==> src/hdl/x86_operand_pkg.sv <==
/*
 * Operand encodings for the operand stage of the decode pipeline.
 * Only the eight general registers are tracked; segment, MMX and
 * immediate operands never name a register here.
 * Size code 0 selects 8-bit operands, where indexes 4..7 are AH..BH.
 */
`default_nettype none

package x86_operand_pkg;

    localparam int REG_COUNT = 8;

    typedef logic [$clog2(REG_COUNT)-1:0] reg_idx_t;
    typedef logic [1:0]                   reg_size_t;
    typedef logic [7:0]                   modrm_t;
    typedef logic [7:0]                   sib_t;
    typedef logic [1:0]                   mod_t;

    // operand kinds as delivered by the decoder
    typedef enum logic [2:0] {
        NONE  = 3'd0,
        REG   = 3'd1,
        SEG   = 3'd2,
        MMX   = 3'd3,
        MODRM = 3'd4,
        IMM   = 3'd5,
        MEM   = 3'd6
    } op_type_e;

    localparam mod_t      MOD_REGISTER = 2'd3;
    localparam reg_idx_t  RM_SIB       = 3'd4;
    localparam reg_idx_t  RM_DISP32    = 3'd5;
    localparam reg_idx_t  INDEX_NONE   = 3'd4;
    localparam reg_size_t SIZE_8       = 2'd0;

    typedef struct packed {
        logic     valid;
        reg_idx_t idx;
    } reg_slot_t;

    typedef struct packed {
        reg_slot_t op0_r0;
        reg_slot_t op0_r1;
        reg_slot_t op1_r0;
        reg_slot_t op1_r1;
    } src_regs_t;

    typedef reg_slot_t dst_reg_t;

    // AH, CH, DH, BH live inside EAX, ECX, EDX, EBX
    function automatic reg_idx_t fold_high_byte(reg_idx_t idx, reg_size_t size);
        if (size == SIZE_8 && idx[2]) begin
            return {1'b0, idx[1:0]};
        end
        return idx;
    endfunction

endpackage

`default_nettype wire

==> src/hdl/scoreboard_pkg.sv <==
/*
 * Pending-write table types.
 * Each register has one saturating-free counter of CNT_W bits, so at
 * most 15 writes to one register may be in flight.
 */
`default_nettype none

package scoreboard_pkg;

    localparam int CNT_W       = 4;
    localparam int TABLE_DEPTH = x86_operand_pkg::REG_COUNT;

    typedef logic [CNT_W-1:0] cnt_t;

    // entry i holds the count for register i
    typedef cnt_t [TABLE_DEPTH-1:0] cnt_table_t;

    localparam cnt_t CNT_MAX = '1;

    // writeback index is given at the writeback's own size
    typedef struct packed {
        logic                       valid;
        x86_operand_pkg::reg_idx_t  idx;
        x86_operand_pkg::reg_size_t size;
    } wb_t;

endpackage

`default_nettype wire

==> src/hdl/operand_decode.sv <==
/*
 * Source and destination register extraction for op0 and op1.
 * The ModR/M reg field and the SIB scale are not looked at.
 * SIB base 101 with mod 00 is still treated as a base register.
 * Only register-direct indexes are folded by size; address registers
 * are always full 32-bit registers.
 */
`timescale 1ns/100ps
`default_nettype none

module operand_decode (
    input  x86_operand_pkg::op_type_e   op0,
    input  x86_operand_pkg::op_type_e   op1,
    input  x86_operand_pkg::reg_idx_t   op0_reg,
    input  x86_operand_pkg::reg_idx_t   op1_reg,
    input  x86_operand_pkg::modrm_t     mod_rm,
    input  x86_operand_pkg::sib_t       sib,
    input  x86_operand_pkg::reg_size_t  register_size,
    output x86_operand_pkg::src_regs_t  src,
    output x86_operand_pkg::dst_reg_t   dst
);
    import x86_operand_pkg::*;

    // the two registers one operand can read
    typedef struct packed {
        reg_slot_t r0;
        reg_slot_t r1;
    } op_srcs_t;

    mod_t     mod;
    reg_idx_t rm;
    reg_idx_t sib_base;
    reg_idx_t sib_index;
    logic     rm_direct;
    logic     uses_sib;
    logic     disp_only;
    reg_idx_t rm_reg;
    op_srcs_t op0_srcs;
    op_srcs_t op1_srcs;

    assign mod       = mod_rm[7:6];
    assign rm        = mod_rm[2:0];
    assign sib_base  = sib[2:0];
    assign sib_index = sib[5:3];

    // mod 11 names a register, not memory
    assign rm_direct = (mod == MOD_REGISTER);
    assign uses_sib  = !rm_direct && (rm == RM_SIB);
    // mod 00 r/m 101 is a plain disp32, no base register
    assign disp_only = (mod == 2'b00) && (rm == RM_DISP32);

    // register read through r/m
    always_comb begin
        if (rm_direct) begin
            rm_reg = fold_high_byte(rm, register_size);
        end else if (uses_sib) begin
            rm_reg = sib_base;
        end else begin
            rm_reg = rm;
        end
    end

    function automatic op_srcs_t decode_operand(op_type_e op, reg_idx_t op_reg);
        op_srcs_t s;
        s = '0;
        case (op)
            REG: begin
                s.r0.valid = 1'b1;
                s.r0.idx   = fold_high_byte(op_reg, register_size);
            end
            MEM: begin
                // address register, always full width
                s.r0.valid = 1'b1;
                s.r0.idx   = op_reg;
            end
            MODRM: begin
                s.r0.valid = !disp_only;
                s.r0.idx   = rm_reg;
                // index 100 means no index register
                s.r1.valid = uses_sib && (sib_index != INDEX_NONE);
                s.r1.idx   = sib_index;
            end
            default: begin
                // SEG, MMX, IMM and NONE read no general register
                s = '0;
            end
        endcase
        return s;
    endfunction

    always_comb begin
        op0_srcs = decode_operand(op0, op0_reg);
        op1_srcs = decode_operand(op1, op1_reg);
    end

    always_comb begin
        src.op0_r0 = op0_srcs.r0;
        src.op0_r1 = op0_srcs.r1;
        src.op1_r0 = op1_srcs.r0;
        src.op1_r1 = op1_srcs.r1;
    end

    // op0 writes a register when it is one, or r/m in register mode
    always_comb begin
        dst.valid = (op0 == REG) || ((op0 == MODRM) && rm_direct);
        if (op0 == REG) begin
            dst.idx = fold_high_byte(op0_reg, register_size);
        end else begin
            dst.idx = fold_high_byte(rm, register_size);
        end
    end

endmodule

`default_nettype wire

==> src/hdl/reg_scoreboard.sv <==
/*
 * Eight pending-write counters, one per general register.
 * Issue with a valid destination counts up, a valid writeback counts
 * down; both on one register in one cycle leave it unchanged.
 * Counters do not saturate, the producer must keep within 15.
 */
`timescale 1ns/100ps
`default_nettype none

module reg_scoreboard (
    input  wire                         clk,
    input  wire                         rst_n,
    input  logic                        issue,
    input  x86_operand_pkg::dst_reg_t   dst,
    input  scoreboard_pkg::wb_t         wb,
    output scoreboard_pkg::cnt_table_t  counts
);
    import x86_operand_pkg::*;
    import scoreboard_pkg::*;

    reg_idx_t               wb_idx;
    logic [TABLE_DEPTH-1:0] inc;
    logic [TABLE_DEPTH-1:0] dec;

    // an 8-bit BH writeback retires a write to EBX
    assign wb_idx = fold_high_byte(wb.idx, wb.size);

    always_comb begin
        for (int i = 0; i < TABLE_DEPTH; i++) begin
            inc[i] = issue && dst.valid && (dst.idx == reg_idx_t'(i));
            dec[i] = wb.valid && (wb_idx == reg_idx_t'(i));
        end
    end

    always_ff @(posedge clk or negedge rst_n) begin
        if (!rst_n) begin
            counts <= '0;
        end else begin
            for (int i = 0; i < TABLE_DEPTH; i++) begin
                if (inc[i] && !dec[i]) begin
                    counts[i] <= counts[i] + cnt_t'(1);
                end else if (dec[i] && !inc[i]) begin
                    counts[i] <= counts[i] - cnt_t'(1);
                end
            end
        end
    end

    for (genvar g = 0; g < TABLE_DEPTH; g++) begin : g_bounds
        // more than 15 writes in flight would wrap to zero and hide a hazard
        a_no_overflow : assert property (
            @(posedge clk) disable iff (!rst_n)
            (inc[g] && !dec[g]) |-> (counts[g] != CNT_MAX)
        ) else $error("pending-write counter %0d overflow", g);

        // a writeback with nothing in flight points at a pipeline bug
        a_no_underflow : assert property (
            @(posedge clk) disable iff (!rst_n)
            (dec[g] && !inc[g]) |-> (counts[g] != '0)
        ) else $error("pending-write counter %0d underflow", g);
    end

endmodule

`default_nettype wire

==> src/hdl/hazard_check.sv <==
/*
 * Stall and issue for the instruction in the operand stage.
 * Purely combinational; a count written on one edge is seen from the
 * following cycle. issue needs instr_valid, next_stage_ready and no
 * stall in the same cycle.
 */
`timescale 1ns/100ps
`default_nettype none

module hazard_check (
    input  wire                         instr_valid,
    input  wire                         next_stage_ready,
    input  x86_operand_pkg::src_regs_t  src,
    input  scoreboard_pkg::cnt_table_t  counts,
    output logic                        stall,
    output logic                        issue
);
    import x86_operand_pkg::*;
    import scoreboard_pkg::*;

    logic [3:0] busy;

    // a slot is busy when it reads a register with writes in flight
    function automatic logic slot_busy(reg_slot_t slot, cnt_table_t cnt_in);
        return slot.valid && (cnt_in[slot.idx] != '0);
    endfunction

    assign busy[0] = slot_busy(src.op0_r0, counts);
    assign busy[1] = slot_busy(src.op0_r1, counts);
    assign busy[2] = slot_busy(src.op1_r0, counts);
    assign busy[3] = slot_busy(src.op1_r1, counts);

    assign stall = instr_valid && (|busy);
    assign issue = instr_valid && next_stage_ready && !stall;

endmodule

`default_nettype wire

==> src/hdl/reg_stall_top.sv <==
/*
 * Register stall logic for the operand stage.
 * stall and issue are combinational from the instruction fields;
 * the table changes on the edge after an issue or a writeback.
 * Inputs must be held by the upstream until issue is seen high.
 */
`timescale 1ns/100ps
`default_nettype none

module reg_stall_top (
    input  wire                         clk,
    input  wire                         rst_n,
    input  wire                         instr_valid,
    input  x86_operand_pkg::op_type_e   op0,
    input  x86_operand_pkg::op_type_e   op1,
    input  x86_operand_pkg::reg_idx_t   op0_reg,
    input  x86_operand_pkg::reg_idx_t   op1_reg,
    input  x86_operand_pkg::modrm_t     mod_rm,
    input  x86_operand_pkg::sib_t       sib,
    input  x86_operand_pkg::reg_size_t  register_size,
    input  scoreboard_pkg::wb_t         wb,
    input  wire                         next_stage_ready,
    output logic                        stall,
    output logic                        issue
);
    import x86_operand_pkg::*;
    import scoreboard_pkg::*;

    src_regs_t  src;
    dst_reg_t   dst;
    cnt_table_t counts;

    operand_decode u_decode (
        .op0           (op0),
        .op1           (op1),
        .op0_reg       (op0_reg),
        .op1_reg       (op1_reg),
        .mod_rm        (mod_rm),
        .sib           (sib),
        .register_size (register_size),
        .src           (src),
        .dst           (dst)
    );

    reg_scoreboard u_table (
        .clk    (clk),
        .rst_n  (rst_n),
        .issue  (issue),
        .dst    (dst),
        .wb     (wb),
        .counts (counts)
    );

    hazard_check u_hazard (
        .instr_valid      (instr_valid),
        .next_stage_ready (next_stage_ready),
        .src              (src),
        .counts           (counts),
        .stall            (stall),
        .issue            (issue)
    );

endmodule

`default_nettype wire

==> config.mk <==
export PLATFORM = sky130hd
export DESIGN_NAME = reg_stall_top
export DESIGN_NICKNAME = d
export VERILOG_FILES = /design/src/hdl/x86_operand_pkg.sv /design/src/hdl/scoreboard_pkg.sv /design/src/hdl/operand_decode.sv /design/src/hdl/reg_scoreboard.sv /design/src/hdl/hazard_check.sv /design/src/hdl/reg_stall_top.sv
export SDC_FILE = /design/constraint.sdc
export NUM_CORES = 1
export LEC_CHECK = 0
export BUFFER_PORTS_ARGS = -buffer_cell sky130_fd_sc_hd__buf_4
export CAP_MARGIN = 20
export CORE_ASPECT_RATIO = 1.4
export CORE_UTILIZATION = 28
export CTS_BUF_LIST = sky130_fd_sc_hd__clkbuf_4 sky130_fd_sc_hd__clkbuf_8
export DETAILED_ROUTE_END_ITERATION = 12
export PLACE_DENSITY = 0.47
export SLEW_MARGIN = 0
export SYNTH_ARGS = -nofsm -noshare
export SYNTH_HDL_FRONTEND = slang
export SYNTH_SLANG_ARGS = --single-unit
==> constraint.sdc <==
create_clock -name clk -period 7.4 [get_ports clk]
set_clock_uncertainty 0.2 [all_clocks]
set_input_delay 0 -clock clk [delete_from_list [all_inputs] [get_ports clk]]
set_output_delay 0 -clock clk [all_outputs]
set_load 0.02 [all_outputs]
==> results.ini <==
[setup_path]
critPathCaptureType = register
crit_chain = nor4_1 -> a21boi_0 -> a311oi_1 -> nor3b_1 -> nor4_1 -> or4_1 -> nor4_1 -> ha_1 -> inv_1 -> ha_1 -> a21o_1 -> a21oi_1 -> xnor2_1 -> nor2_1 -> xor2_1
crit_cells = 15
critical_path.slowest_cell = nor4_1
crit_path_end = u_table.counts[11]
critPathArrivalTime_ns = 4.70
slowest_delay_ns = 0.79
r2r_slack_ns = 2.68
r2r_cells = 15
crit_family = simple AND/OR/NAND/NOR gates
reg2reg_from = u_table.counts[16]
cpMostUsedCell = nor4_1
r2r-end = u_table.counts[11]
critical_path_required_ns = 7.38
critPathLaunchType = register
critPathKind = reg2reg
crit_buf_inv = 1
crit_path_start = u_table.counts[16]
critPathMaxFanout = 10

[timing]
rsz0062_at_grt = no
period_share_pct = 63.75
setup_slack_ns = 2.682
worst_pin_slew_ns = 0.8728
finalHoldViolations = 0
drv_slew = 0
slew-limit-headroom_pct = 41.28
finalSetupTns_ns = 0
setup_viol = 0
period_minus_slack_ns = 4.718
fmax_mhz = 212.0

[floorplan]
io_pins = 42
fp.dieW_um = 87.63
die_area_um2 = 10680
floorplan.initialDensity_pct = 28.87
fp.dieH_um = 121.9
coreArea_um2 = 9953
row_count = 43

[clocking]
ctsLongestPathBuffers = 2
cts_root_buf = clkbuf_8
cts.htree.levels = 2
cts_tree = done
clkSinkCount = 32
cts_made_buffers = 5
clk_pin_slew_ns = 0.07
insertion_delay_ns = 0.29
post_cts_buffers = 0

[status]
status = finished, final reports clean

[global_route]
grt_start_max_net_pins = 26
antenna_found_initial = 0
grt_pass1_vias = 2330
grt.total_usage_pct = 13.68
grt_pass1_wl_um = 11120
gr-total-overflow = 0

[final_layout]
reg_top3 = u_table.counts (32)
nNetsFinal = 419
largest_reg_flops = 32
drive_gt1_share_pct = 18.97
largest-register = u_table.counts
syn_to_final_growth_pct = 18.81
diodes = 0

[detailed_routing]
drc_errors = 0
drtIter0Drc = 90
ant_nets = 0
drt_first_pass_iters = 4
routedWlPerCell_um = 14.17
vias = 2366
via_per_inst = 4.899
wl_um = 6843

[synth]
netlist_instances = 306
yosysTopAreaCell = dfrtp_1
ys_seq_elements = 32
synth-main-ff-cell = dfrtp_1
avgSynthCellArea_um2 = 9.392
synth.distinct_cells = 47
synth_nets = 378
synthTopCellsByArea = dfrtp_1, ha_1, xnor2_1, fa_1, mux2i_1
synth_top_area_share_pct = 27.86
async_reset_ff_share_pct = 100.0
netlist_top_cells_count = dfrtp_1, nand2_1, ha_1, xnor2_1, nor2_1
ys_seq_area_share_pct = 27.86
yosysWarnings = 0
syn-cell-area_um2 = 2874
synth_edf_count = 0

[flow_run]
maxCapViolations = 0

[pwr]
leakage_uw = 0.001405
vdd_drop_max_uv = 102.8
power.density_nw_per_um2 = 290.1

[placed_design]
numPortBuffers = 36
globalplace.congestion = 0.7813
pre_cts_ws_ns = 2.689
dp_hpwl_um = 5496

[worst_hold_path]
min_path_type = in2reg
hold_depth = 4

[area by class of cell]
class	instances	area [um2]
clock buffer	8	97.59
fill	1063	6539
inverter	11	41.29
multi-input combinational	257	1998
sequential	32	800.8
tap	135	168.9
timing repair buffer	40	307.8
[metrics by stage]
step	cells	power [uW]	cell area, um2	hold slack [ns]	utilization (%)
global route	483	1086	3415	0.08111	34.31
finish	483	990.6	3415	0.03746	34.31
floorplan	306	731.8	2874	-0.4956	-
global placement	472	837.2	3287	-0.2273	33.02
CTS	483	1010	3415	0.04558	34.31
detailed placement	472	852.5	3287	-0.2217	33.02
[cells by family after synthesis]
group           after synthesis  share of synthesized area [%]
compound gates               65                          14.98
xor+xnor                     32                          9.752
buf+inv                      17                          2.612
fa+ha+maj                    32                          16.02
simple gates                104                          19.94
mux                          24                          8.837
flops                        32                          27.86
[worst min-delay path, cell delays in order]
cell,delay (ns)
buf_4,0.13
nand3_1,0.06
ha_1,0.22
xnor2_1,0.08
[worst min-delay path by stage]
stage	start	to
floorplan	rst_n	u_table.counts[0]
global placement	rst_n	u_table.counts[0]
global route	wb[3]	u_table.counts[12]
detailed placement	rst_n	u_table.counts[16]
finish	wb[3]	u_table.counts[28]
CTS	wb[3]	u_table.counts[28]
[cell usage in the layout, fill, tap and decap left out, drive strengths merged, types with 2 or more instances in the layout]
master	Yosys	routed
buf	4	37
xnor2	24	24
or3	2	2
a22oi	2	2
clkbuf	2	8
mux2	11	11
nand3	6	6
ha	24	24
o22ai	2	2
a21oi	21	21
a311oi	3	3
mux2i	13	13
o31ai	2	2
a21o	9	9
inv	11	11
nor3	6	6
nor2	23	23
dfrtp	32	32
nor3b	5	5
nor4	10	10
nor4b	3	3
dlygate4sd3	0	3
o21ai	15	15
or4	2	2
a31oi	3	3
nand2b	3	3
nor2b	5	5
nand2	32	32
xor2	8	8
fa	8	8
and2	4	4
o2bb2ai	2	2
[metal layers]
| layer | wire length (um) | track usage, % | share of wire [%] |
|---|---|---|---|
| met3 | 176 | 2.100 | 2.6 |
| met1 | 2832 | 15.10 | 41 |
| met4 | 205 | 6.455 | 3.0 |
| met2 | 3628 | 25.15 | 53 |
| met5 | 0 | 0 | 0 |
[repair_timing]
action,4_1_cts,5_1_grt
hold buffers,3,0
gates resized for setup,0,0
endpoints found under the hold margin,32,0
[power breakdown]
| part | internal, uW | switching, uW |
|---|---|---|
| clock | 83.2 | 66.9 |
| combinational | 250 | 207 |
| sequential | 262 | 121 |
| total | 596 | 395 |
(Power assumes the default switching activity.)
